===== src/verilog/icache_pkg.sv =====
// Cache geometry and shared port types, imported by every instruction cache RTL file
package icache_pkg;

  // ----------------------------------------
  // Geometry
  // ----------------------------------------
  localparam int XLEN        = 32;                         // Fetch and parcel width
  localparam int BLOCK_BYTES = 16;                         // Bytes per line
  localparam int BURST_LEN   = BLOCK_BYTES / (XLEN / 8);   // Words per line = refill beats
  localparam int OFFS_BITS   = $clog2(BURST_LEN);          // Word within line
  localparam int BYTE_BITS   = $clog2(XLEN / 8);           // Byte within word
  localparam int IDX_BITS    = 6;
  localparam int SETS        = 2 ** IDX_BITS;
  localparam int TAG_BITS    = XLEN - IDX_BITS - OFFS_BITS - BYTE_BITS;

  // ----------------------------------------
  // Address views
  // ----------------------------------------
  typedef struct packed {
    logic [TAG_BITS-1:0]  tag;
    logic [IDX_BITS-1:0]  idx;
    logic [OFFS_BITS-1:0] offs;
    logic [BYTE_BITS-1:0] bofs;   // Always word aligned, ignored
  } fetch_fields_t;

  // Same fetch word, raw for storage or split for lookup
  typedef union packed {
    logic [XLEN-1:0] raw;
    fetch_fields_t   f;
  } fetch_adr_u;

  // Line address as sent to the bus
  typedef struct packed {
    logic [TAG_BITS-1:0] tag;
    logic [IDX_BITS-1:0] idx;
  } line_adr_t;

  typedef struct packed {
    logic       valid;
    fetch_adr_u adr;
  } stage_t;

  typedef logic [BURST_LEN-1:0][XLEN-1:0] line_t;   // Word 0 in the low bits

  // ----------------------------------------
  // Refill, bus and CPU response
  // ----------------------------------------
  typedef struct packed {
    logic                done;   // One cycle strobe
    logic                err;    // Some beat failed
    logic [IDX_BITS-1:0] idx;
    logic [TAG_BITS-1:0] tag;
    line_t               line;
  } fill_t;

  typedef struct packed {
    logic      stb;
    line_adr_t adr;
  } biu_req_t;

  typedef struct packed {
    logic            stb_ack;   // Request taken
    logic            ack;       // Beat valid
    logic            err;
    logic [XLEN-1:0] q;
  } biu_rsp_t;

  typedef struct packed {
    logic            valid;
    logic            err;
    logic [XLEN-1:0] data;
  } parcel_t;

endpackage


===== src/verilog/icache_ctrl.sv =====
// Front end FSM of the instruction cache, handles stall, refill, invalidate and parcel output
module icache_ctrl #(
  parameter int WAYS = 2
) (
  input  logic                  clk_i,
  input  logic                  rst_ni,

  input  logic                  flush_i,
  input  logic                  cache_flush_i,
  input  icache_pkg::stage_t    tag_i,
  input  logic                  hit_i,
  input  icache_pkg::line_t     line_i,
  input  icache_pkg::fill_t     fill_i,

  output logic                  stall_o,
  output logic                  refill_start_o,
  output icache_pkg::line_adr_t refill_adr_o,
  output logic [WAYS-1:0]       fill_way_o,
  output logic                  invalidate_o,
  output icache_pkg::parcel_t   parcel_o
);
  import icache_pkg::*;

  localparam int WAY_BITS = (WAYS > 1) ? $clog2(WAYS) : 1;

  typedef enum logic [1:0] {
    ST_IDLE,      // Hits stream
    ST_REFILL,    // Waiting on the bus
    ST_DELIVER,   // Word from the fresh line
    ST_INVAL      // Clearing valid bits
  } state_e;

  state_e               state_q;
  state_e               state_d;
  logic [6:0]           lfsr_q;       // Free running victim source
  logic [WAY_BITS-1:0]  victim;
  logic [WAYS-1:0]      fill_way_q;
  logic                 cflush_q;     // Invalidate pending
  logic                 miss;
  logic [OFFS_BITS-1:0] offs;

  assign offs   = tag_i.adr.f.offs;
  assign miss   = tag_i.valid & ~hit_i & ~flush_i;   // Killed entries never refill
  assign victim = (WAYS > 1) ? lfsr_q[WAY_BITS-1:0] : '0;

  // ----------------------------------------
  // Next state, stall, refill start
  // ----------------------------------------
  always_comb begin
    state_d        = state_q;
    stall_o        = 1'b0;
    refill_start_o = 1'b0;
    case (state_q)
      ST_IDLE: begin
        stall_o = miss;                     // Hold the missing entry
        if (cflush_q) begin
          state_d = ST_INVAL;               // Flush first, miss retried after
        end else if (miss) begin
          refill_start_o = 1'b1;
          state_d        = ST_REFILL;
        end
      end
      ST_REFILL: begin
        stall_o = 1'b1;
        if (fill_i.done) begin
          state_d = ST_DELIVER;
        end
      end
      ST_DELIVER: state_d = ST_IDLE;       // Stall already low here
      ST_INVAL: begin
        stall_o = 1'b1;                     // Single stall cycle
        state_d = ST_IDLE;
      end
      default: state_d = ST_IDLE;
    endcase
  end

  always_ff @(posedge clk_i or negedge rst_ni) begin
    if (!rst_ni) begin
      state_q    <= ST_IDLE;
      cflush_q   <= 1'b0;
      lfsr_q     <= '0;
      fill_way_q <= '0;
    end else begin
      state_q <= state_d;
      if (cache_flush_i) begin
        cflush_q <= 1'b1;
      end else if (state_q == ST_INVAL) begin
        cflush_q <= 1'b0;
      end
      if (state_q != ST_REFILL) begin
        lfsr_q <= {lfsr_q[5:0], lfsr_q[6] ~^ lfsr_q[5]};   // XNOR taps, zero is legal
      end
      if (refill_start_o) begin
        fill_way_q <= WAYS'(1) << victim;                   // Victim frozen for the refill
      end
    end
  end

  assign refill_adr_o.tag = tag_i.adr.f.tag;
  assign refill_adr_o.idx = tag_i.adr.f.idx;
  assign fill_way_o       = fill_way_q;
  assign invalidate_o     = (state_q == ST_INVAL);

  // ----------------------------------------
  // Parcel
  // ----------------------------------------
  always_comb begin
    parcel_o = '0;
    case (state_q)
      ST_IDLE: begin
        parcel_o.valid = tag_i.valid & hit_i & ~flush_i;
        parcel_o.data  = line_i[offs];
      end
      ST_DELIVER: begin
        parcel_o.valid = tag_i.valid & ~flush_i;   // Gone if flushed during refill
        parcel_o.err   = fill_i.err;
        parcel_o.data  = fill_i.line[offs];
      end
      default: parcel_o = '0;
    endcase
  end

  // A fill done outside refill would never reach the CPU
  a_done_in_refill: assert property (@(posedge clk_i) disable iff (!rst_ni)
    fill_i.done |-> state_q == ST_REFILL);

endmodule


===== config.mk =====
export PLATFORM = sky130hd
export DESIGN_NAME = icache_ctrl
export DESIGN_NICKNAME = d
export VERILOG_FILES = /design/src/verilog/icache_pkg.sv /design/src/verilog/icache_ctrl.sv
export SDC_FILE = /design/constraint.sdc
export NUM_CORES = 1
export LEC_CHECK = 0
export BUFFER_PORTS_ARGS = -buffer_cell sky130_fd_sc_hd__buf_2
export CAP_MARGIN = 20
export CELL_PAD_IN_SITES_DETAIL_PLACEMENT = 0
export CELL_PAD_IN_SITES_GLOBAL_PLACEMENT = 1
export CORE_AREA = 2 2 150 152
export DETAILED_ROUTE_END_ITERATION = 7
export DIE_AREA = 0 0 152 154
export PLACE_DENSITY_LB_ADDON = 0.25
export RECOVER_POWER = 50
export SETUP_SLACK_MARGIN = 0.1
export SYNTH_ARGS = -nofsm -noshare
export SYNTH_HDL_FRONTEND = slang
export SYNTH_SLANG_ARGS = --single-unit

===== constraint.sdc =====
create_clock -name clk_i -period 1.9 [get_ports clk_i]
set_clock_uncertainty 0.1 [all_clocks]
set_input_delay 0.38 -clock clk_i [delete_from_list [all_inputs] [get_ports clk_i]]
set_output_delay 0.38 -clock clk_i [all_outputs]
set_load 0.03 [all_outputs]

## Yosys cells after proc, flatten, opt, wreduce, memory -nomap -nowiden

Index checks and enable logic that the tools add are counted.

| operators by class | value |
|---|---|
| add/subtract/negate cells | 0 |
| $mul | 0 |
| div/mod/pow operators | 0 |
| magnitude comparators | 1 |
| equal/unequal tests | 6 |
| shifts and indexed selects | 1 |
| mux-type cells | 17 |
| bitwise gates (word level) | 8 |
| reduce and logical (&&, ||, !) cells | 5 |

Operators by type and width:

| cell | count |
|---|---|
| $bmux 32 s2 | 2 |
| $mux 32 | 2 |
| $pmux 32 s2 | 1 |
| $mux 1 | 6 |
| $mux 2 | 3 |
| $pmux 2 s3 | 1 |
| $and 1x1->1 | 5 |
| $eq 2x2->1 const B | 2 |
| $pmux 1 s2 | 2 |
| $reduce_or 2->1 | 2 |
| $lt 2x3->1 const B | 1 |
| $ne 3x3->1 const B | 1 |
| $eq 2x1->1 const B | 1 |
| $logic_not 2->1 | 1 |
| $ne 2x1->1 const B | 1 |
| $ne 2x2->1 const B | 1 |
| $not 1->1 | 2 |
| $reduce_and 2->1 | 1 |
| $reduce_bool 2->1 | 1 |
| $shl 1x1->2 const A | 1 |
| $xnor 1x1->1 | 1 |

| storage, ports and cells | value |
|---|---|
| register bits after elaboration | 12 |
| latch bits | 0 |
| RAM bits | 0 |
| ROM bits | 0 |
| output and inout port bits | 67 |
| logic and storage cells | 42 |
| memories kept | 0 |

## Depth between registers and ports, before layout

| logic depth | value |
|---|---|
| depth after elaboration | 6 |
| gate-level depth with buffers | 6 |
| gate-level depth less buffers | 3 |

## Least setup slack after synthesis

No wires, ideal clock.

| path | value |
|---|---|
| path type | input-to-output |
| start | in tag_i[2] (netlist name) |
| end | out parcel_o[0] (netlist name) |
| arrival time | 1.748 ns |
| required time | 1.420 ns |
| setup slack | -0.328 ns |
| stages | 6 |
| path through | buf_6 buf_8 nand2b_4 buf_2 a211oi_1 nor3_1 |

RTL lines:

| what | RTL line | text |
|---|---|---|
| start, declared | icache_ctrl.sv:10 | `input icache_pkg::stage_t tag_i,` |
| end, declared | icache_ctrl.sv:20 | `output icache_pkg::parcel_t parcel_o` |

==> impl_metrics.toml <==
[outcome]
status = "finished with violations"
violations = "setup timing"

[timing]
fin_setup_tns_ps = -11390
rsz0062_at_grt = "yes"
finalSetupViolCount = 35
layout_setup_ws_ps = -421
slew_headroom = 0.781
maxSlewViolCount = 0
post-route-period-util = 1.22
fmaxAchievable_mhz = 431
tightest_slew_ps = 328
hold_viol = 0
min_period_ps = 2320

[cts]
cts.path.max_buffers = 2
cts_root_buf = "clkbuf_16"
cts-buffers-inserted = 3
path_clk_slew_ps = 40
htree_levels = 1
clock-sinks = 12
tritoncts = "done"
clock_latency_ps = 240

[drt]
drc = 0
vias = 3808
routed_via_density = 4.26
final_antenna_net_count = 0
wl_per_cell_um = 17.3
wl_mm = 15.5
dr.pass1.iters = 4
drtIter0Drc = 135

[worst_setup_path]
cp.depth = 6
crit_arrival_ps = 1840
crit_family = "flip-flops"
slowest_stage = "dfrtp_4"
critPathCaptureType = "primary output"
cp_max_fo = 7
reg2reg_from = "state_q[1]$_DFFE_PN0P_"
r2r_end = "fill_way_o[1]$_DFFE_PN0P_"
crit_path_end = "parcel_o[17]"
slowest_delay_ps = 560
critPathRequiredTime_ps = 1420
startpoint_type = "flop"
reg2reg_slack_ps = 170
worst-setup-path-type = "flop to primary output"
crit_start = "state_q[1]$_DFFE_PN0P_"
crit_chain = "buf_12, buf_16, mux4_2, o22ai_4, nor3_4, buf_6"
critical_path_buf_inv_count = 3
r2r_cells = 6

[synth]
synth.avg_cell_area_sq_um = 9.58
ys_seq_area_frac = 0.106
synthCells = 296
syn_area_sq_um = 2840
synth_cell_types = 28
yosys_warnings = 0
syn_nets = 620
synth_seq_cells = 12

[floorplanning]
core_sq_um = 21700
die_area_sq_um = 23400
fp.dieH_um = 154
rows = 54
die_x_um = 152
floorplan.initialDensity = 0.131
io_pins = 391

[placed_design]
io_buffer_count = 304
place_congestion = 0.833
dp_hpwl_mm = 11.8
numPlacedInstances = 876

[layout]
layout.cells.most_common = "buf_2"
nNetsFinal = 939
final_cells = 894
area_delta_synth_final_pct = 124
fill_cells = 2309
antenna_cells = 0
layout_common_cells = "buf_2 (266), buf_4 (43), buf_6 (41)"
drive_gt1_frac = 0.901

[grt]
grt_first_pass_wirelength_mm = 23.1
grt-ovfl-total = 0
grt_max_degree = 22
antenna_found_initial = 0
grt_util_all_layers = 0.124
grt_pass1_vias = 4205

[power]
power_leakage_nw = 2.82
p_total_mw = 7.47
power.density_nw_per_um2 = 1180
vdd_drop_max_mv = 0.556

[min_path]
hold_path.class = "primary input to flop"
hold_depth = 2

[run]
max-cap-violations = 0
==> final cells by class <==
type	count	area [sq um]	share of cell area
inverters	3	11.3	0.00177
multi-input cells	219	2900	0.457
well taps	280	350	0.0552
repair buffers	376	2690	0.424
clock buffers	4	88.8	0.0140
flip-flops and latches	12	308	0.0485
==> state kept, by name, indices dropped and copies added (netlist names) <==
| name | cells |
|---|---|
| cflush_q | 1 |
| fill_way_o | 2 |
| lfsr_q | 7 |
| state_q | 2 |
==> how the worst min path moves through the flow <==
stage / startpoint / end / slack (ps)
2_1_floorplan: rst_ni / cflush_q$_DFFE_PN0P_ / -20
3_3_place_gp: rst_ni / fill_way_o[1]$_DFFE_PN0P_ / 170
3_5_place_dp: rst_ni / fill_way_o[0]$_DFFE_PN0P_ / 180
4_1_cts: cache_flush_i / cflush_q$_DFFE_PN0P_ / 230
5_1_grt: cache_flush_i / cflush_q$_DFFE_PN0P_ / 250
6_report: cache_flush_i / cflush_q$_DFFE_PN0P_ / 230
==> metal layers <==
layer,wire length (um),global-route usage
met5,0,0
met4,204,0.0223
met1,6190,0.152
met2,8050,0.229
met3,1030,0.0203
==> cells by family after synthesis <==
logic type | share of synthesized area
simple gates | 0.154
mux | 0.417
compound gates | 0.165
buf+inv | 0.154
flops | 0.106
xor+xnor | 0.00309
==> power by group <==
part | total, mW | switching [mW] | internal, mW
logic | 6.49 | 3.06 | 3.44
registers | 0.551 | 0.153 | 0.399
clock network | 0.427 | 0.109 | 0.318
==> cell usage after synthesis (all sizes together) <==
master | count | share of area
nand2b | 3 | 0.0093
clkbuf | 11 | 0.015
buf | 51 | 0.14
nor2b | 33 | 0.073
dfrtp | 12 | 0.11
nor2 | 4 | 0.0053
nand3 | 1 | 0.0018
nor3 | 32 | 0.056
mux2 | 39 | 0.15
nand2 | 2 | 0.0026
a221oi | 1 | 0.0031
a211oi | 32 | 0.085
a21oi | 1 | 0.0018
o22ai | 32 | 0.071
mux2i | 2 | 0.0071
mux4 | 32 | 0.26
inv | 3 | 0.0040
and3b | 1 | 0.0031
a21o | 2 | 0.0053
xor2 | 1 | 0.0031
nor3b | 1 | 0.0026
==> metrics by stage <==
step	area, sq um	utilization	setup slack [ps]	hold WS (ps)
floorplan	3230	-	-58.8	-15.6
global placement	5220	0.241	-480	168
detailed placement	5220	0.241	-481	179
CTS	6140	0.283	-442	229
global route	6350	0.293	-460	251
finish	6350	0.293	-421	229
==> what timing repair did <==
action	in CTS	in global routing
resized for setup	133	47
hold buffers	1	0
setup endpoints to repair	37	38
gates cloned	9	1
setup buffers	8	4
hold endpoints to repair	12	0
pin swaps	19	11
No activity file was read; power rests on OpenSTA's default activity.
