**src/verilog/icache_pkg.sv**
```systemverilog
// Cache geometry and shared port types, imported by every instruction cache RTL file
package icache_pkg;

  // ----------------------------------------
  // Geometry
  // ----------------------------------------
  localparam int XLEN        = 32;                         // Fetch and parcel width
  localparam int BLOCK_BYTES = 16;                         // Bytes per line
  localparam int BURST_LEN   = BLOCK_BYTES / (XLEN / 8);   // Words per line = refill beats
  localparam int OFFS_BITS   = $clog2(BURST_LEN);          // Word within line
  localparam int BYTE_BITS   = $clog2(XLEN / 8);           // Byte within word
  localparam int IDX_BITS    = 6;
  localparam int SETS        = 2 ** IDX_BITS;
  localparam int TAG_BITS    = XLEN - IDX_BITS - OFFS_BITS - BYTE_BITS;

  // ----------------------------------------
  // Address views
  // ----------------------------------------
  typedef struct packed {
    logic [TAG_BITS-1:0]  tag;
    logic [IDX_BITS-1:0]  idx;
    logic [OFFS_BITS-1:0] offs;
    logic [BYTE_BITS-1:0] bofs;   // Always word aligned, ignored
  } fetch_fields_t;

  // Same fetch word, raw for storage or split for lookup
  typedef union packed {
    logic [XLEN-1:0] raw;
    fetch_fields_t   f;
  } fetch_adr_u;

  // Line address as sent to the bus
  typedef struct packed {
    logic [TAG_BITS-1:0] tag;
    logic [IDX_BITS-1:0] idx;
  } line_adr_t;

  typedef struct packed {
    logic       valid;
    fetch_adr_u adr;
  } stage_t;

  typedef logic [BURST_LEN-1:0][XLEN-1:0] line_t;   // Word 0 in the low bits

  // ----------------------------------------
  // Refill, bus and CPU response
  // ----------------------------------------
  typedef struct packed {
    logic                done;   // One cycle strobe
    logic                err;    // Some beat failed
    logic [IDX_BITS-1:0] idx;
    logic [TAG_BITS-1:0] tag;
    line_t               line;
  } fill_t;

  typedef struct packed {
    logic      stb;
    line_adr_t adr;
  } biu_req_t;

  typedef struct packed {
    logic            stb_ack;   // Request taken
    logic            ack;       // Beat valid
    logic            err;
    logic [XLEN-1:0] q;
  } biu_rsp_t;

  typedef struct packed {
    logic            valid;
    logic            err;
    logic [XLEN-1:0] data;
  } parcel_t;

endpackage

```
**src/verilog/icache_pipe.sv**
```systemverilog
// Setup and tag stage registers of the fetch pipeline, held on stall and killed on flush
module icache_pipe (
  input  logic                   clk_i,
  input  logic                   rst_ni,

  input  logic                   req_i,
  input  icache_pkg::fetch_adr_u adr_i,

  input  logic                   stall_i,   // Hold both stages
  input  logic                   flush_i,   // Drops both stages over stall

  output icache_pkg::stage_t     setup_o,
  output icache_pkg::stage_t     tag_o
);
  import icache_pkg::*;

  logic       setup_vld_q;
  logic       tag_vld_q;
  fetch_adr_u setup_adr_q;
  fetch_adr_u tag_adr_q;

  // ----------------------------------------
  // Valid bits
  // ----------------------------------------
  always_ff @(posedge clk_i or negedge rst_ni) begin
    if (!rst_ni) begin
      setup_vld_q <= 1'b0;
      tag_vld_q   <= 1'b0;
    end else if (flush_i) begin
      setup_vld_q <= 1'b0;   // Kill whatever is in flight
      tag_vld_q   <= 1'b0;
    end else if (!stall_i) begin
      setup_vld_q <= req_i;         // Accepted request
      tag_vld_q   <= setup_vld_q;
    end
  end

  // Addresses move along with the valid bits
  always_ff @(posedge clk_i) begin
    if (!stall_i) begin
      setup_adr_q.raw <= adr_i.raw;   // Kept raw, split on use
      tag_adr_q       <= setup_adr_q;
    end
  end

  assign setup_o.valid = setup_vld_q;
  assign setup_o.adr   = setup_adr_q;
  assign tag_o.valid   = tag_vld_q;
  assign tag_o.adr     = tag_adr_q;

  // ----------------------------------------
  // Checks
  // ----------------------------------------
  // The setup stage takes nothing while stalled, so the CPU keeps the waiting request
  a_req_hold: assert property (@(posedge clk_i) disable iff (!rst_ni)
    req_i && stall_i && !flush_i |=> req_i && $stable(adr_i.raw));

endmodule

```
**config.mk**
```make
export PLATFORM = sky130hd
export DESIGN_NAME = icache_pipe
export DESIGN_NICKNAME = d
export VERILOG_FILES = /design/src/verilog/icache_pkg.sv /design/src/verilog/icache_pipe.sv
export SDC_FILE = /design/constraint.sdc
export NUM_CORES = 1
export LEC_CHECK = 0
export BUFFER_PORTS_ARGS = -buffer_cell sky130_fd_sc_hd__buf_2
export CORE_ASPECT_RATIO = 1.75
export CORE_UTILIZATION = 30
export DETAILED_ROUTE_END_ITERATION = 6
export GPL_TIMING_DRIVEN = 0
export PLACE_DENSITY_LB_ADDON = 0.1
export RECOVER_POWER = 100
export SETUP_SLACK_MARGIN = 0.3
export SLEW_MARGIN = 20
export SYNTH_ARGS = -nofsm -noshare
export SYNTH_HDL_FRONTEND = slang
export SYNTH_SLANG_ARGS = --single-unit
```
**constraint.sdc**
```tcl
create_clock -name clk_i -period 0.8 [get_ports clk_i]
set_input_delay 0.08 -clock clk_i [delete_from_list [all_inputs] [get_ports clk_i]]
set_output_delay 0.08 -clock clk_i [all_outputs]
set_load 0.005 [all_outputs]
```
# Word level (Yosys, flattened, before mapping)
# Index checks and enable logic that the tools add are counted.
[totals]
register_bits = 66
latchBits = 0
mem_bits_rw = 0
rom_bits = 0
input_bits = 37
out_inout_bits = 66
elab_cells = 9
n_memories = 0
[op_classes]
n_addsub = 0
multipliers = 0
div_mod_pow = 0
n_lt_le_gt_ge = 0
n_eq_ne = 1
n_shift = 0
muxes = 4
bitwise = 0
n_reduce_logical = 0
[op_table]
columns = ["cell", "n"]
rows = [
  ["two-way mux 1 bit", 4],
  ["inequality test 2 x 1 -> 1 bit, second input constant", 1],
]

# Logic depth before layout (Yosys ltp)
# Gate-level depths: netlist of run 1.
[logic_depth]
ltp_word = 2
depth_mapped = 2
depth_no_buf = 2

# Worst setup path before layout of run 1
# No wires, ideal clock.
[synth_path]
kind = "input port to flip-flop"
startpoint = "input stall_i"
endpoint = "register setup_adr_q[0] (netlist bit), enable pin"
setup_ps = 418
arrival_time_ps = 1322
required_time_ps = 382
slack_ps = -940
path_stages = 1
n_path_buf = 0
path_cell_list = "inv_1"
[synth_lines]
columns = ["element", "line_no", "source"]
rows = [
  ["start: declaration", "icache_pipe.sv:9", "input logic stall_i,"],
  ["end: declaration", "icache_pipe.sv:19", "fetch_adr_u setup_adr_q;"],
]
# No word-level cell between the ends.

# Worst setup path in the final report of run 1
[layout_path]
startpoint = "register setup_vld_q"
endpoint = "output setup_o[32] (netlist bit)"
[layout_lines]
columns = ["element", "line_no", "source"]
rows = [
  ["start: declaration", "icache_pipe.sv:17", "logic setup_vld_q;"],
  ["start signal: assignment", "icache_pipe.sv:33", "setup_vld_q <= req_i;"],
  ["end: declaration", "icache_pipe.sv:12", "output icache_pkg::stage_t setup_o,"],
]
# No word-level cell between the ends.

==> impl_metrics.tcl, run 1 <==
set metrics [dict create \
    dieArea_um2 7072 \
    multi_input_area_um2 27.53 \
    hold_end "tag_vld_q$_DFFE_PN0P_" \
    synth.distinct_cells 6 \
    p_per_area_nw_per_um2 2582 \
    hp-class "input port to flip-flop" \
    die_h_um 110.5 \
    netlist_instances 73 \
    async_flop_share 0.03030 \
    antenna_found_initial 0 \
    worst_pin_slew_ps 362.7 \
    wl_met3_um 259 \
    nets 259 \
    yosysTopAreaCell "edfxtp_1" \
    fin_util 0.5028 \
    post_dp_cell_area_um2 2663 \
    worstSetupStartpointType "flip-flop" \
    grt-ovfl-total 0 \
    finalCritPeriodShare 1.274 \
    area.growth.synth_to_final_pct 61.69 \
    syn_nets 110 \
    clock.fmax_mhz 981.1 \
    clock_skew_ps 2.135 \
    top_layer "met4" \
    cts_sinks 66 \
    drc_errors 0 \
    routabilityCongestion 0.6438 \
    total_power_uw 8426 \
    synth_area_leaders "edfxtp_1 (95%), dfrtp_1 (2.5%), mux2i_1 (0.99%)" \
    ys.flop_type "edfxtp_1" \
    ff2ff_setup_slack_ps -60 \
    r2r_end "tag_adr_q[30]$_DFFE_PN_" \
    cts-root-buf "clkbuf_16" \
    syn-cell-area_um2 2018 \
    routed_wl_um 4027 \
    cts_buffer_depth 2 \
    pwr-share-seq 0.495 \
    required_ps 720 \
    avgRoutedWirePerCell_um 13.03 \
    firstDrtPassIters 4 \
    clk_pin_slew_ps 50 \
    cts_tree "done" \
    drt-met1-wl_um 1393 \
    p_int_uw 6850 \
    nFillCells 582 \
    outcome "finished, violations left" \
    min_path_cells 2 \
    antennaDiodeCount 0 \
    layout-drive-gt1-share 0.6432 \
    met2_length_um 2286 \
    drv_slew 0 \
    grt_max_degree 16 \
    finish.instance_area_um2 3263 \
    synth_most_common_cell "edfxtp_1" \
    synth-seq-cells 66 \
    grt_pass1_vias 1253 \
    end_kind "primary output" \
    io_pins 103 \
    power_frac_clock 0.427 \
    arrival_ps 940 \
    coreArea_um2 6490 \
    drtAntennaViolNets 0 \
    vias 1238 \
    synth_edf_count 64 \
    crit_type "flip-flop to primary output" \
    numCtsBuffers 9 \
    cp_max_fo 3 \
    ys_top_cells_by_count "edfxtp_1 (64), buf_4 (2), dfrtp_1 (2), mux2i_1 (2), nor2_1 (2)" \
    regArea_um2 1972 \
    insertion_delay_ps 310 \
    switchingPower_uw 1577 \
    hold_viol_final 34 \
    syn_avg_cell_area_um2 27.65 \
    p_comb_frac 0.077 \
    viasPerCell 4.006 \
    dp.final_hpwl_um 2463 \
    rsz0062_at_grt "true" \
    p_leak_uw 0.001403 \
    r2r_cells 2 \
    power.switching_fraction 0.1871 \
    violations "hold timing, setup timing" \
    die_w_um 64 \
    timing.final.crit_period_ps 1019 \
    rows 39 \
    drv_cap 0 \
    ctsHoldBuffers 1 \
    vdd_ir_drop_max_uv 1239 \
    ys_seq_area_frac 0.9771 \
    min-delay-start "flush_i" \
    slew_headroom 0.7582 \
    setup_slack_ps -219.2 \
    io_buffers 102 \
    critical_path.reg2reg.startpoint "setup_adr_q[30]$_DFFE_PN_" \
    holdWs_ps -64.78 \
    drt_iter0_drc 73 \
    grt_pass1_wl_um 5947 \
    synth_top_cell_area_share 0.9523 \
    h-tree-depth 3 \
    grt.total_usage 0.1181 \
    yosys_warnings 0 \
    setup_viol 71 \
    initial_core_util 0.3110 \
]
[critical path, cell delays in order, from the launching register on]
cell,delay (ps)
dfrtp_1,400
buf_6,120
buf_6,100
[power groups by stage]
stage / sequential, uW / clock [uW] / combinational [uW]
after floorplan: 4280 / 0 / 62.3
after global placement: 4240 / 0 / 436
after detailed placement: 4240 / 0 / 459
after CTS: 4170 / 3730 / 644
after global routing: 4200 / 3860 / 706
final: 4170 / 3600 / 653
[registers in the layout, summed over array words and instances, names as in the netlist]
name	flops
setup_vld_q	1
setup_adr_q	32
tag_adr_q	32
tag_vld_q	1
[layout make-up]
| cell class | instances | share of cell area |
|---|---|---|
| multi-input combinational | 4 | 0.008436 |
| clock inverter | 5 | 0.01380 |
| inverter | 1 | 0.001534 |
| tap | 82 | 0.03144 |
| timing repair buffer | 137 | 0.2607 |
| sequential | 66 | 0.6043 |
| buffer | 2 | 0.006902 |
| clock buffer | 11 | 0.07132 |
| timing repair inverter | 1 | 0.001534 |
[kinds of logic after synthesis]
logic type / share of synthesized area
buffers and inverters: 0.009295
and+or+nand+nor: 0.003721
muxes: 0.009920
DFF: 0.9771
[cells in the final DEF, fill, tap and decap left out, drive strengths merged]
master | netlist | layout
buf | 2 | 122
edfxtp | 64 | 64
clkbuf | 0 | 27
clkinv | 0 | 4
clkinvlp | 0 | 2
mux2i | 2 | 2
nor2 | 2 | 2
dfrtp | 2 | 2
bufinv | 0 | 1
dlygate4sd3 | 0 | 1
[metrics by stage]
stage / setup slack (ps) / instances / setup TNS (ps) / hold slack, ps
after floorplan: -553.4 / 73 / -35420 / -215.6
after global placement: -1022 / 257 / -65170 / -135.2
after detailed placement: -746.1 / 258 / -40580 / -131.2
after CTS: -239.0 / 299 / -7756 / -80.68
after global routing: -251.7 / 309 / -9403 / -81.74
final: -219.2 / 309 / -6673 / -64.78
[worst max path at each step]
stage	start	slack, ps	end
after floorplan	stall_i	-550	setup_adr_q[0]$_DFFE_PN_
after global placement	stall_i	-1020	tag_adr_q[7]$_DFFE_PN_
after detailed placement	stall_i	-750	tag_adr_q[10]$_DFFE_PN_
after CTS	setup_vld_q$_DFFE_PN0P_	-240	setup_o[32]
after global routing	setup_vld_q$_DFFE_PN0P_	-250	setup_o[32]
final	setup_vld_q$_DFFE_PN0P_	-220	setup_o[32]
[per-layer routing]
metal	up-vias	global-route usage
li1	588	-
met5	-	0
met2	56	0.2085
met4	0	0.07727
met3	7	0.04855
met1	587	0.1056
[timing repair]
action                                  in CTS  in global routing
setup buffers                               21                  8
gates resized for setup                     14                  7
endpoints found under the hold margin       36                 34
cloned                                       3                  2
endpoints found under the setup margin     164                147
Power figures use the tool's default switching activity.
==> run 2, diff against run 1 <==
--- a/config.mk
+++ b/config.mk
@@ -7,7 +7,7 @@
 export LEC_CHECK = 0
 export BUFFER_PORTS_ARGS = -buffer_cell sky130_fd_sc_hd__buf_2
 export CORE_ASPECT_RATIO = 1.75
-export CORE_UTILIZATION = 30
+export CORE_UTILIZATION = 40
 export DETAILED_ROUTE_END_ITERATION = 6
 export GPL_TIMING_DRIVEN = 0
 export PLACE_DENSITY_LB_ADDON = 0.1
==> run 2 against run 1 <==
Net effect: the flow still finishes with violations (hold timing, setup timing); critical path type unchanged; critical path depth did not move; core utilization rose by 13 points; total power fell by 18%; final area fell by 7.4%; wire length fell by 3.0%; count of clock-buffer cells in the layout fell by 2; largest power group unchanged; clock power fell by 41%; die area fell by 24%; flip-flop and latch count did not move; sequential power barely moved; clock skew rose by 1.6 ps; sequential share of layout area rose by 4.8 points.
==> impl_metrics.tcl, run 2 (synthesis gave the netlist of run 1 again) <==
set metrics [dict create \
    drv_cap 0 \
    initial_core_util 0.4250 \
    die_w_um 55.70 \
    power.switching_fraction 0.2057 \
    vdd_ir_drop_max_uv 1789 \
    nets 256 \
    ctsHoldBuffers 1 \
    dp.final_hpwl_um 2503 \
    hold_viol_final 34 \
    drc_errors 0 \
    finalCritPeriodShare 1.282 \
    ff2ff_setup_slack_ps -160 \
    power_frac_clock 0.309 \
    rows 33 \
    grt_pass1_vias 1224 \
    holdWs_ps -86.13 \
    io_pins 103 \
    grt_max_degree 25 \
    coreArea_um2 4748 \
    grt.total_usage 0.1417 \
    setup_slack_ps -225.7 \
    violations "hold timing, setup timing" \
    firstDrtPassIters 3 \
    outcome "finished, violations left" \
    routed_wl_um 3905 \
    area.growth.synth_to_final_pct 49.78 \
    cts_sinks 66 \
    numCtsBuffers 9 \
    insertion_delay_ps 330 \
    cts-root-buf "clkbuf_8" \
    antennaDiodeCount 0 \
    cts_tree "done" \
    clock_skew_ps 3.771 \
    dieArea_um2 5345 \
    io_buffers 102 \
    layout-drive-gt1-share 0.6486 \
    grt_pass1_wl_um 5292 \
    drt_iter0_drc 22 \
    h-tree-depth 3 \
    switchingPower_uw 1421 \
    rsz0062_at_grt "true" \
    clk_pin_slew_ps 60 \
    vias 1229 \
    viasPerCell 4.485 \
    die_h_um 95.97 \
    mostFrequentLayoutCells "buf_2 (98), edfxtp_1 (64), buf_4 (11)" \
    slew_headroom 0.7654 \
    hp-class "input port to flip-flop" \
    worstSetupStartpointType "flip-flop" \
    pwr-share-seq 0.604 \
    grt-ovfl-total 0 \
    end_kind "primary output" \
    arrival_ps 950 \
    avgRoutedWirePerCell_um 14.25 \
    antenna_found_initial 0 \
    timing.final.crit_period_ps 1026 \
    top_regs "setup_adr_q x32, tag_adr_q x32" \
    cp_max_fo 2 \
    final_common_cell "buf_2" \
    setup_viol 71 \
    p_comb_frac 0.087 \
    clock.fmax_mhz 974.9 \
    crit_type "flip-flop to primary output" \
    p_int_uw 5487 \
    fin_util 0.6366 \
    worst_pin_slew_ps 351.8 \
    p_per_area_nw_per_um2 2285 \
    required_ps 720 \
    drtAntennaViolNets 0 \
    routabilityCongestion 0.6933 \
    cts_buffer_depth 2 \
    p_leak_uw 0.001314 \
    drv_slew 0 \
]
run 2: critical path, cell delays in order (launching register included):
cell and delay [ps]:
dfrtp_1 400, buf_6 120, buf_6 100
run 2: power groups by stage:
stage	Sequential, uW	Combinational [uW]	Clock, uW
after floorplan	4280	62.3	0
after global placement	4240	435	0
after detailed placement	4250	479	0
after CTS	4170	593	2220
after global routing	4190	652	2350
final	4170	601	2140
run 2: repair_timing:
item | in CTS | in global routing
resized for setup | 8 | 6
pin swaps | 0 | 1
hold endpoints to repair | 36 | 34
gates cloned | 2 | 3
setup buffers | 13 | 12
endpoints found under the setup margin | 164 | 137
run 2: worst paths after layout:
check                                          from                      end  depth (start not counted)
hold / removal                              flush_i  setup_vld_q$_DFFE_PN0P_                          2
setup reg to reg              tag_vld_q$_DFFE_PN0P_    tag_vld_q$_DFFE_PN0P_                          4
setup / recovery            setup_vld_q$_DFFE_PN0P_              setup_o[32]                          2
max in group asynchronous                    rst_ni  setup_vld_q$_DFFE_PN0P_                          2
min in group asynchronous                    rst_ni    tag_vld_q$_DFFE_PN0P_                          2
hold reg to reg            setup_adr_q[5]$_DFFE_PN_   tag_adr_q[5]$_DFFE_PN_                          0
run 2: per-stage QoR:
stage | area, um^2 | power (uW) | cells | worst slack, ps | setup TNS [ps]
after detailed placement | 2660 | 4726 | 229 | -420.9 | -24010
after global routing | 3023 | 7198 | 274 | -255.8 | -12010
after CTS | 2997 | 6981 | 259 | -229.8 | -9031
after global placement | 2605 | 4670 | 227 | -1020 | -65200
after floorplan | 2029 | 4342 | 73 | -553.4 | -35420
final | 3023 | 6908 | 274 | -225.7 | -7968
run 2: final cells by class:
type,instances,area (um^2)
flip-flops and latches,66,1972
fillers,366,1725
repair buffers,135,783.3
clock buffers,9,123.9
well taps,52,65.06
multi-input cells,4,27.53
clock inverters,5,23.77
plain buffers,2,22.52
inverters,1,5.005
run 2: routing by layer:
layer / share of wire / global-route usage / vias to the layer above
li1: - / - / 579
met3: 0.075 / 0.06048 / 6
met2: 0.57 / 0.2480 / 61
met4: 0.014 / 0.08125 / 0
met1: 0.34 / 0.1393 / 583
met5: 0 / 0 / -
