===== src/verilog/icache_pkg.sv =====
// Cache geometry and shared port types, imported by every instruction cache RTL file
package icache_pkg;

  // ----------------------------------------
  // Geometry
  // ----------------------------------------
  localparam int XLEN        = 32;                         // Fetch and parcel width
  localparam int BLOCK_BYTES = 16;                         // Bytes per line
  localparam int BURST_LEN   = BLOCK_BYTES / (XLEN / 8);   // Words per line = refill beats
  localparam int OFFS_BITS   = $clog2(BURST_LEN);          // Word within line
  localparam int BYTE_BITS   = $clog2(XLEN / 8);           // Byte within word
  localparam int IDX_BITS    = 6;
  localparam int SETS        = 2 ** IDX_BITS;
  localparam int TAG_BITS    = XLEN - IDX_BITS - OFFS_BITS - BYTE_BITS;

  // ----------------------------------------
  // Address views
  // ----------------------------------------
  typedef struct packed {
    logic [TAG_BITS-1:0]  tag;
    logic [IDX_BITS-1:0]  idx;
    logic [OFFS_BITS-1:0] offs;
    logic [BYTE_BITS-1:0] bofs;   // Always word aligned, ignored
  } fetch_fields_t;

  // Same fetch word, raw for storage or split for lookup
  typedef union packed {
    logic [XLEN-1:0] raw;
    fetch_fields_t   f;
  } fetch_adr_u;

  // Line address as sent to the bus
  typedef struct packed {
    logic [TAG_BITS-1:0] tag;
    logic [IDX_BITS-1:0] idx;
  } line_adr_t;

  typedef struct packed {
    logic       valid;
    fetch_adr_u adr;
  } stage_t;

  typedef logic [BURST_LEN-1:0][XLEN-1:0] line_t;   // Word 0 in the low bits

  // ----------------------------------------
  // Refill, bus and CPU response
  // ----------------------------------------
  typedef struct packed {
    logic                done;   // One cycle strobe
    logic                err;    // Some beat failed
    logic [IDX_BITS-1:0] idx;
    logic [TAG_BITS-1:0] tag;
    line_t               line;
  } fill_t;

  typedef struct packed {
    logic      stb;
    line_adr_t adr;
  } biu_req_t;

  typedef struct packed {
    logic            stb_ack;   // Request taken
    logic            ack;       // Beat valid
    logic            err;
    logic [XLEN-1:0] q;
  } biu_rsp_t;

  typedef struct packed {
    logic            valid;
    logic            err;
    logic [XLEN-1:0] data;
  } parcel_t;

endpackage


===== src/verilog/icache_biu_ctrl.sv =====
// Bus refill controller, requests one line as a fixed burst and collects the beats
module icache_biu_ctrl (
  input  logic                  clk_i,
  input  logic                  rst_ni,

  input  logic                  start_i,   // From the front end FSM
  input  icache_pkg::line_adr_t adr_i,

  output icache_pkg::biu_req_t  biu_req_o,
  input  icache_pkg::biu_rsp_t  biu_rsp_i,

  output icache_pkg::fill_t     fill_o
);
  import icache_pkg::*;

  typedef enum logic [1:0] {
    B_IDLE,
    B_REQ,    // Strobe up, waiting for stb_ack
    B_BEAT    // Collecting the burst
  } bstate_e;

  bstate_e              state_q;
  logic [OFFS_BITS-1:0] beat_q;      // Next word slot
  logic                 err_q;       // Sticky over the burst
  logic                 done_q;
  line_adr_t            adr_q;
  line_t                buf_q;       // Line buffer
  logic                 last_beat;

  assign last_beat = (state_q == B_BEAT) && biu_rsp_i.ack &&
                     (beat_q == OFFS_BITS'(BURST_LEN - 1));

  // ----------------------------------------
  // Control
  // ----------------------------------------
  always_ff @(posedge clk_i or negedge rst_ni) begin
    if (!rst_ni) begin
      state_q <= B_IDLE;
      beat_q  <= '0;
      err_q   <= 1'b0;
      done_q  <= 1'b0;
    end else begin
      done_q <= last_beat;               // Pulse after the final beat
      case (state_q)
        B_IDLE: begin
          if (start_i) begin
            state_q <= B_REQ;
            beat_q  <= '0;
            err_q   <= 1'b0;
          end
        end
        B_REQ: begin
          if (biu_rsp_i.stb_ack) begin
            state_q <= B_BEAT;
          end
        end
        B_BEAT: begin
          if (biu_rsp_i.ack) begin
            beat_q <= beat_q + 1'b1;
            err_q  <= err_q | biu_rsp_i.err;   // One bad beat spoils the line
            if (last_beat) begin
              state_q <= B_IDLE;
            end
          end
        end
        default: state_q <= B_IDLE;
      endcase
    end
  end

  // Address and line data
  always_ff @(posedge clk_i) begin
    if (state_q == B_IDLE && start_i) begin
      adr_q <= adr_i;
    end
    if (state_q == B_BEAT && biu_rsp_i.ack) begin
      buf_q[beat_q] <= biu_rsp_i.q;         // Ascending word order
    end
  end

  assign biu_req_o.stb = (state_q == B_REQ);
  assign biu_req_o.adr = adr_q;

  // Line and error stay put until the next start
  assign fill_o.done = done_q;
  assign fill_o.err  = err_q;
  assign fill_o.idx  = adr_q.idx;
  assign fill_o.tag  = adr_q.tag;
  assign fill_o.line = buf_q;

  // Bus must not send data ahead of taking the request
  a_no_early_beat: assert property (@(posedge clk_i) disable iff (!rst_ni)
    biu_rsp_i.ack |-> state_q == B_BEAT);

endmodule


===== config.mk =====
export PLATFORM = sky130hd
export DESIGN_NAME = icache_biu_ctrl
export DESIGN_NICKNAME = d
export VERILOG_FILES = /design/src/verilog/icache_pkg.sv /design/src/verilog/icache_biu_ctrl.sv
export SDC_FILE = /design/constraint.sdc
export NUM_CORES = 1
export LEC_CHECK = 0
export ABC_CLOCK_PERIOD_IN_PS = 4100
export BUFFER_PORTS_ARGS = -buffer_cell sky130_fd_sc_hd__buf_2
export CORE_MARGIN = 2
export CORE_UTILIZATION = 47
export DETAILED_ROUTE_END_ITERATION = 12
export GPL_ROUTABILITY_DRIVEN = 0
export PLACE_DENSITY_LB_ADDON = 0.15
export SLEW_MARGIN = 20
export SYNTH_ARGS = -nofsm -noshare
export SYNTH_HDL_FRONTEND = slang
export SYNTH_SLANG_ARGS = --single-unit

===== constraint.sdc =====
create_clock -name clk_i -period 4.1 [get_ports clk_i]
set_input_delay 0.82 -clock clk_i [delete_from_list [all_inputs] [get_ports clk_i]]
set_output_delay 0.82 -clock clk_i [all_outputs]
set_load 0.03 [all_outputs]

# After elaboration in Yosys (flattened, before gate mapping)
# Index checks and enable logic that the tools add are counted.
[classes]
div = 0
reduce_logical = 8
magnitude_cmp = 2
eq_ne = 7
shifts = 0
n_mul = 0
n_mux = 14
bitwise_logic = 1
addsub = 1
[ops]
columns = ["cell", "count"]
rows = [
  ["128-bit bitwise mux", 1],
  ["32-bit demux with 2-bit select", 1],
  ["32-bit 2-to-1 mux", 1],
  ["2-bit 2-to-1 mux", 6],
  ["2-bit inequality test (second input constant)", 3],
  ["2-bit case mux with 3 select lines", 1],
  ["2-bit == test (second input constant)", 2],
  ["1-bit logical AND", 4],
  ["2-bit case mux with 2 select lines", 1],
  ["4-bit AND reduction", 1],
  ["2-bit by 3-bit < comparator with 1-bit output (second input constant)", 1],
  ["3-bit AND reduction", 1],
  ["2-bit by 1-bit adder with 2-bit output (second input constant)", 1],
  ["2-bit by 1-bit == test with 1-bit output (second input constant)", 1],
  ["2-bit by 1-bit >= comparator with 1-bit output (second input constant)", 1],
  ["2-bit zero test", 1],
  ["1-bit 2-to-1 mux", 2],
  ["2-bit by 1-bit inequality test with 1-bit output (second input constant)", 1],
  ["1-bit case mux with 2 select lines", 1],
  ["2-bit nonzero test", 1],
  ["1-bit bitwise OR", 1],
]
[word_totals]
ram_bits = 0
ff_bits = 162
latch_bits = 0
romBits = 0
wordCells = 43
output_inout_bits = 187
in_bits = 66
memories = 0

# Logic depth before layout (Yosys ltp)
# Gate-level depths: netlist of the first run.
[logic_depth]
depth_word = 6
mapped_depth = 4
depth_no_buf = 4

# Worst setup path after synthesis of the first run
# Ideal clock, no wire load.
[synth_path]
path_kind = "input port to flip-flop"
from = "input biu_rsp_i[33] (netlist bit)"
to = "register buf_q (netlist bit fill_o[100]), enable pin"
path_slack_ps = 1321
arrival_ps = 2353
stages = 2
path_buffers = 0
required_ps = 3674
setup_ps = 426
path_cell_list = "nand2_1 nor2b_1"
[synth_via]
elab_chain_cells = 1
[synth_lines]
columns = ["element", "line", "text"]
rows = [
  ["start: declaration", "icache_biu_ctrl.sv:10", "input icache_pkg::biu_rsp_t biu_rsp_i,"],
  ["1-bit logical AND", "icache_biu_ctrl.sv:76", "if (state_q == B_BEAT && biu_rsp_i.ack) begin"],
  ["end signal: indexed assignment", "icache_biu_ctrl.sv:77", "buf_q[beat_q] <= biu_rsp_i.q;"],
  ["end: declaration", "icache_biu_ctrl.sv:27", "line_t buf_q;"],
]
# Every way passes these cells.
# A chain may end at the register's enable or synchronous reset.

==> flow_summary.toml, run 1 <==
[timing]
hold-worst-slack_ns = 0.130
timing.final.crit_period_ns = 2.22
fin_ws_ns = 1.88
rsz0062_at_grt = "false"
fin_worst_skew_ns = 0.00669
fin_tns_setup_ns = 0
max_freq_ghz = 0.450
timing_worst_slew_pin_value_ns = 0.994
hold_viol = 0
period_share = 0.542
max_slew_margin = 0.336
maxSlewViolCount = 0
finalSetupViolations = 0

[place]
hpwlAfterDp_microns = 7590
port_buffers = 252
post-place-cells = 583
pre_cts_ws_ns = 1.78

[synthesis]
synth_cells = 221
syn-num-nets = 291
ys_seq_area_frac = 0.915
synth_area_per_cell_sq_um = 23.9
ys_ff_latch = 162
yosys_warnings = 0
synth_cell_types = 22
syn_area_sq_mm = 0.00529

[worst_setup_path]
worst_ep_arrival_time_ns = 1.40
crit_chain = "nor2b_1, buf_2"
worst-path-buf-inv = 1
cp-start-kind = "flip-flop"
end_kind = "output pin"
critPathKind = "reg2out"
cp.required_ns = 3.28
cpMaxStageDelayCell = "dfrtp_1"
slowest_delay_ns = 0.48
crit_family = "flip-flops"
crit_path_max_fanout = 11

[global_routing]
grt_max_degree = 34
grt_pass1_vias = 2645
grt_pass1_wl_microns = 14700
grt_overflow = 0
antenna_found_initial = 0
grt_use_total = 0.173

[cts]
cts_tree = "built"
root_buffer = "clkbuf_8"
clk_path_buf_depth = 2
cts_resized = 0
htreeDepth = 4
path_clk_slew_ns = 0.06
hold_buffers = 0
insertion_delay_ns = 0.50
cts_sinks = 162
cts_setup_buffers = 0
cts_buffers = 17

[routing]
ant_nets = 0
vias = 2867
drtPass1Iterations = 4
wl_microns = 10900
dr.first_iter.drc_count = 103
avgViaCountPerCell = 4.66
wl_per_cell_microns = 17.7
drc = 0

[final_layout]
fin_cells = 615
insertedDiodeCount = 0
syn2layout_area_growth_pct = 34.2
final_common_cell = "buf_2"
layout_common_cells = "buf_2 (252), edfxtp_1 (156), clkbuf_16 (16), dfrtp_1 (6), ha_1 (4)"
final_layout_size_suffix_gt1_frac = 0.604
nets = 532

[floorplan]
initial_utilization = 0.486
core.rowCount = 38
die_y_microns = 110
die_w_microns = 110
dieArea_sq_mm = 0.0121
ios = 253
design.core.area_sq_mm = 0.0109

[power]
p_leak_nw = 2.91
power_density_mw_per_mm2 = 612
finalPower_mw = 4.34
ir_worst_vdd_mv = 0.383

[min_path]
worstHoldPathType = "in2async"

[status]
status = "complete, no violations"

[flow_run]
cap_violations = 0
synthesized netlist by cell type (all sizes together):
master / count / share of area
a211o: 3 / 0.0050
nor2: 1 / 0.00071
nand2b: 1 / 0.0012
buf: 31 / 0.044
nor2b: 2 / 0.0024
edfxtp: 156 / 0.89
and4b: 2 / 0.0038
nand2: 1 / 0.00071
or2b: 1 / 0.0014
a21oi: 1 / 0.00095
dfrtp: 6 / 0.028
and3b: 2 / 0.0033
inv: 2 / 0.0014
a22o: 1 / 0.0017
ha: 4 / 0.0095
and2b: 1 / 0.0014
nor4bb: 1 / 0.0019
and3: 3 / 0.0040
and2: 1 / 0.0012
o21bai: 1 / 0.0014
through the flow:
stage,util,cell area [sq um]
floorplan,-,5290
global placement,0.598,6510
detailed placement,0.598,6510
CTS,0.651,7090
global route,0.651,7090
finish,0.651,7090
area by class of cell:
class,count,area [sq um]
tap,140,175
fill,793,3800
inverter,2,7.51
clock inverter,14,163
timing repair buffer,253,1270
clock buffer,18,418
multi-input combinational,26,225
sequential,162,4830
report_power, final:
part | total, mW | leakage [nW] | internal [mW] | switching, mW
clock network | 1.52 | 0.280 | 0.924 | 0.596
registers | 2.08 | 1.50 | 2.01 | 0.0691
logic | 0.748 | 1.14 | 0.189 | 0.559
total | 4.34 | 2.91 | 3.12 | 1.22
cell families (layout without fill, tap and decap cells):
group                    after synthesis  count (layout)  share of synthesized area
AO/OA/AOI/OAI                          6               6                    0.00899
adder cells (fa/ha/maj)                4               4                    0.00947
buffers and inverters                 33             287                     0.0450
flip-flops                           162             162                      0.915
AND/OR/NAND/NOR                       16              16                     0.0220
flip-flops by register name, indices dropped and copies added, names as in the netlist:
register,flops
fill_o,128
biu_req_o,28
beat_q,2
state_q,2
done_q,1
err_q,1
final timing paths:
path                             from            end  slack (ns)  cells past startpoint
max                        state_q[1]  biu_req_o[28]        1.88                      2
min                            rst_ni     state_q[0]        0.13                      1
max reg2reg                state_q[1]    fill_o[104]        2.12                      2
min reg2reg                     err_q          err_q        0.51                      1
max in group asynchronous      rst_ni         done_q        3.82                      1
min in group clk_i          adr_i[27]  biu_req_o[27]        0.49                      1
worst register-to-register path: cells and delay by family, from the launching register on:
| family | cells | cell delay [ns] |
|---|---|---|
| DFF | 1 | 0.50 |
| and+or+nand+nor | 2 | 1.09 |
per-layer routing:
metal,part of all wire,track usage,up-vias
li1,-,-,1313
met1,0.39,0.218,1403
met2,0.52,0.275,143
met3,0.082,0.0594,8
met4,0.010,0.0705,0
met5,0,0,-
Power figures use the tool's default switching activity.
==> inputs of run 2 (changes only) <==
--- a/config.mk
+++ b/config.mk
@@ -5,10 +5,10 @@
 export SDC_FILE = /design/constraint.sdc
 export NUM_CORES = 1
 export LEC_CHECK = 0
-export ABC_CLOCK_PERIOD_IN_PS = 4100
+export ABC_CLOCK_PERIOD_IN_PS = 2000
 export BUFFER_PORTS_ARGS = -buffer_cell sky130_fd_sc_hd__buf_2
 export CORE_MARGIN = 2
-export CORE_UTILIZATION = 47
+export CORE_UTILIZATION = 41
 export DETAILED_ROUTE_END_ITERATION = 12
 export GPL_ROUTABILITY_DRIVEN = 0
 export PLACE_DENSITY_LB_ADDON = 0.15
==> constraint.sdc (replaced) <==
create_clock -name clk_i -period 2 [get_ports clk_i]
set_input_delay 0.4 -clock clk_i [delete_from_list [all_inputs] [get_ports clk_i]]
set_output_delay 0.4 -clock clk_i [all_outputs]
set_load 0.03 [all_outputs]
==> flow_summary.toml, run 2 (synthesis gave the netlist of run 1 again) <==
[power]
p_seq_frac = 0.456
combPwrFrac = 0.167
p_sw_frac = 0.267
p_int_mw = 6.85
ir_worst_vdd_mv = 0.599
power_density_mw_per_mm2 = 1280
p_leak_nw = 2.99
p_switching_mw = 2.50
pwr-share-clk = 0.378

[final_layout]
fin_cells = 655
multi_input_area_sq_um = 225
nets = 540
layout_common_cells = "buf_2 (252), edfxtp_1 (156), clkbuf_16 (17), buf_4 (7)"
seqCellArea_sq_mm = 0.00483
syn2layout_area_growth_pct = 37.6
fillCellCount = 1010
final_util = 0.577
insertedDiodeCount = 0
final_common_cell = "buf_2"
final_layout_size_suffix_gt1_frac = 0.602
largest_reg_flops = 128

[cts]
cts_buffers = 17
htreeDepth = 4
path_clk_slew_ns = 0.06
cts_sinks = 162
insertion_delay_ns = 0.42
cts_setup_buffers = 0
cts_tree = "built"
root_buffer = "clkbuf_16"
clk_path_buf_depth = 2

[routing]
vias = 2888
dr.first_iter.drc_count = 203
avgViaCountPerCell = 4.41
wl_microns = 11200
drc = 0
ant_nets = 0
drtPass1Iterations = 4
wl_per_cell_microns = 17.1

[timing]
hold_viol = 0
period_share = 0.874
fin_tns_setup_ns = 0
max_slew_margin = 0.759
max_freq_ghz = 0.572
timing.final.crit_period_ns = 1.75
finalSetupViolations = 0
timing_worst_slew_pin_value_ns = 0.361
fin_worst_skew_ns = 0.0129
rsz0062_at_grt = "false"
maxSlewViolCount = 0

[worst_setup_path]
cp-start-kind = "flip-flop"
r2r-start = "state_q[1]"
critPathKind = "reg2out"
r2r_end = "fill_o[56]"
crit_path_max_fanout = 11
crit_start = "state_q[1]"
end_kind = "output pin"
r2r_cells = 3
cp.required_ns = 1.60
endpoint = "biu_req_o[28]"
worst_ep_arrival_time_ns = 1.35
ff2ff_setup_slack_ns = 0.39

[global_routing]
grt_pass1_wl_microns = 16600
grt_pass1_vias = 2937
grt_max_degree = 33
met3_usage = 0.0717
use_met1 = 0.188
grt_use_total = 0.164
busiest_layer = "met2"
met2_usage = 0.271
antenna_found_initial = 0
grt_overflow = 0

[place]
post-place-cells = 622
port_buffers = 252
hpwlAfterDp_microns = 8010

[floorplan]
dieArea_sq_mm = 0.0138
die_y_microns = 118
die_w_microns = 118
design.core.area_sq_mm = 0.0126
ios = 253
initial_utilization = 0.419
core.rowCount = 41

[flow_run]
cap_violations = 0

[status]
status = "complete, no violations"

[min_path]
worstHoldPathType = "in2reg"
==> run 2: cell count changes in the layout (fill, tap and decap cells not counted), sizes merged <==
| cell | delta |
|---|---|
| buf | +7 |
| bufinv | +3 |
| clkbuf | +3 |
| clkinv | -4 |
| clkinvlp | -1 |
| dlygate4sd3 | +1 |
| inv | -1 |
==> run 2: critical path, cell delays in order, from the launching register on <==
cell	delay, ns
dfrtp_1	0.49
nor2b_1	0.21
buf_2	0.23
==> run 2: what timing repair did <==
action,CTS,global route
hold buffers,1,0
endpoints found under the hold margin,6,0
resized for setup,0,0
==> run 2: final cells by class <==
class	instances	share of cell area
clock inverter	11	0.0287
timing repair buffer	261	0.185
inverter	2	0.00103
tap	172	0.0296
multi-input combinational	26	0.0310
sequential	162	0.664
clock buffer	21	0.0605
==> run 2: layer usage <==
metal | share of wire | vias up | routed length [microns]
met3 | 0.073 | 14 | 822
met5 | 0 | - | 0
met1 | 0.39 | 1421 | 4340
met2 | 0.52 | 124 | 5850
li1 | - | 1329 | -
met4 | 0.017 | 0 | 189
==> run 2: how the worst min path moves through the flow <==
stage	startpoint	to	slack, ns	depth (start not counted)
floorplan	rst_ni	beat_q[0]	0.10	0
global placement	rst_ni	state_q[0]	0.24	1
detailed placement	rst_ni	state_q[0]	0.24	1
CTS	adr_i[26]	biu_req_o[26]	0.13	1
global route	adr_i[18]	biu_req_o[18]	0.14	1
finish	adr_i[26]	biu_req_o[26]	0.16	1
==> run 2: power by group through the flow <==
stage	logic, mW	clock network, mW	registers [mW]
after floorplan	0.675	0	4.80
after global placement	1.56	0	4.32
after detailed placement	1.57	0	4.33
after CTS	1.58	3.60	4.26
after global routing	1.65	3.72	4.29
final	1.56	3.53	4.26
==> run 2: through the flow <==
step	total power [mW]	instance area (sq um)	setup WS, ns	hold slack, ns
6_report	9.34	7280	0.253	0.155
5_1_grt	9.66	7280	0.156	0.138
4_1_cts	9.43	7280	0.229	0.135
3_5_place_dp	5.90	6620	0.423	0.237
3_3_place_gp	5.87	6620	0.486	0.235
2_1_floorplan	5.48	5290	0.0359	0.104
==> inputs of run 3 (changes only) <==
--- a/config.mk
+++ b/config.mk
@@ -9,9 +9,11 @@
 export BUFFER_PORTS_ARGS = -buffer_cell sky130_fd_sc_hd__buf_2
 export CORE_MARGIN = 2
 export CORE_UTILIZATION = 41
+export CTS_BUF_LIST = sky130_fd_sc_hd__clkbuf_16
 export DETAILED_ROUTE_END_ITERATION = 12
 export GPL_ROUTABILITY_DRIVEN = 0
 export PLACE_DENSITY_LB_ADDON = 0.15
+export RECOVER_POWER = 100
 export SLEW_MARGIN = 20
 export SYNTH_ARGS = -nofsm -noshare
 export SYNTH_HDL_FRONTEND = slang
==> flow_summary.toml, run 3 (synthesis gave the netlist of run 1 again) <==
[worst_setup_path]
cpMaxStageDelayCell = "dfrtp_1"
cp-start-kind = "flip-flop"
crit_path_max_fanout = 19
end_kind = "flip-flop"
slowest_delay_ns = 0.51
cp.required_ns = 2.05
crit_chain = "and2b_1, and3_2, clkbuf_2"
r2r_cells = 3
worst_ep_arrival_time_ns = 1.86
critPathKind = "reg2reg"

[cts]
htreeDepth = 4
insertion_delay_ns = 0.42
root_buffer = "clkbuf_16"
cts_sinks = 162
cts_setup_buffers = 0
path_clk_slew_ns = 0.06
cts_buffers = 17
cts_tree = "built"
clk_path_buf_depth = 2
cts_resized = 0

[final_layout]
final_util = 0.552
syn2layout_area_growth_pct = 31.8
layout_common_cells = "clkbuf_1 (221), edfxtp_1 (156), buf_2 (30), clkbuf_16 (17)"
seqCellArea_sq_mm = 0.00483
insertedDiodeCount = 0
multi_input_area_sq_um = 218
fillCellCount = 1113
nets = 540
fin_area_sq_mm = 0.00697
final_layout_size_suffix_gt1_frac = 0.143
largest_reg_flops = 128
final_common_cell = "clkbuf_1"

[timing]
finalSetupViolations = 0
timing.final.crit_period_ns = 1.81
fin_worst_skew_ns = 0.00622
hold_viol = 0
max_freq_ghz = 0.553
timing_worst_slew_pin_value_ns = 0.697
maxSlewViolCount = 0
hold-worst-slack_ns = 0.158
fin_ws_ns = 0.191
rsz0062_at_grt = "false"
max_slew_margin = 0.536
fin_tns_setup_ns = 0
period_share = 0.904

[place]
pre_cts_ws_ns = 0.423
port_buffers = 252
placed_cell_area_sq_mm = 0.00662
hpwlAfterDp_microns = 8010

[floorplan]
die_w_microns = 118
initial_utilization = 0.419
die_y_microns = 118
design.core.area_sq_mm = 0.0126
ios = 253
core.rowCount = 41
dieArea_sq_mm = 0.0138

[routing]
avgViaCountPerCell = 4.43
vias = 2904
wl_per_cell_microns = 17.3
wl_microns = 11300
dr.first_iter.drc_count = 184
drc = 0
drtPass1Iterations = 4
ant_nets = 0

[status]
status = "complete, no violations"

[min_path]
holdPathStages = 1
worstHoldPathType = "in2reg"

[global_routing]
grt_overflow = 0
grt_use_total = 0.164
grt_max_degree = 33
grt_pass1_vias = 2937
antenna_found_initial = 0
grt_pass1_wl_microns = 16600

[power]
p_leak_nw = 2.39
power_density_mw_per_mm2 = 1320
ir_worst_vdd_mv = 0.594

[flow_run]
cap_violations = 0
[run 3: cell count changes in the layout (fill, tap and decap cells not counted), sizes merged]
cell,before,now
clkbuf,21,245
buf,260,32
inv,2,6
[run 3: through the flow]
stage	power, mW	instances
final	9.23	655
after global routing	9.53	655
after CTS	9.41	655
after detailed placement	5.90	622
after global placement	5.87	622
after floorplan	5.48	221
[run 3: metal layers]
metal / vias to the layer above / routed length, microns / GRT usage
met2: 136 / 5810 / 0.271
met1: 1421 / 4480 / 0.188
met3: 17 / 843 / 0.0717
met4: 0 / 182 / 0.0685
li1: 1330 / - / -
met5: - / 0 / 0
[run 3: final timing paths]
kind / to / slack (ns) / from
worst max register to register: fill_o[34] / 0.19 / state_q[1]
worst min register to register: err_q / 0.52 / err_q
worst max-delay path: fill_o[34] / 0.19 / state_q[1]
min in group asynchronous: beat_q[0] / 0.40 / rst_ni
worst min-delay path: biu_req_o[26] / 0.16 / adr_i[26]
max in group asynchronous: done_q / 1.35 / rst_ni
[run 3: layout make-up]
cell class                      count  area share
Clock buffer                       17      0.0611
Clock inverter                     15      0.0321
Inverter                            2     0.00108
Timing Repair Buffer              261       0.150
Tap cell                          172      0.0309
Sequential cell                   162       0.694
Multi-Input combinational cell     26      0.0313
[run 3: power breakdown]
group          switching [mW]  internal (mW)  total (mW)  leakage, nW
sequential              0.161           4.12        4.28         1.50
combinational            1.15          0.281        1.43        0.563
clock                    1.21           2.31        3.52        0.327
total                    2.52           6.71        9.23         2.39
[run 3: repair_timing]
action	CTS	global route
endpoints found under the hold margin	6	0
hold buffers	1	0
endpoints found under the setup margin	0	0
[run 3: critical path: cells and delay by family (launching register included)]
kind | cells | cell delay (ns)
buffers and inverters | 1 | 0.48
DFF | 1 | 0.51
and+or+nand+nor | 2 | 0.45
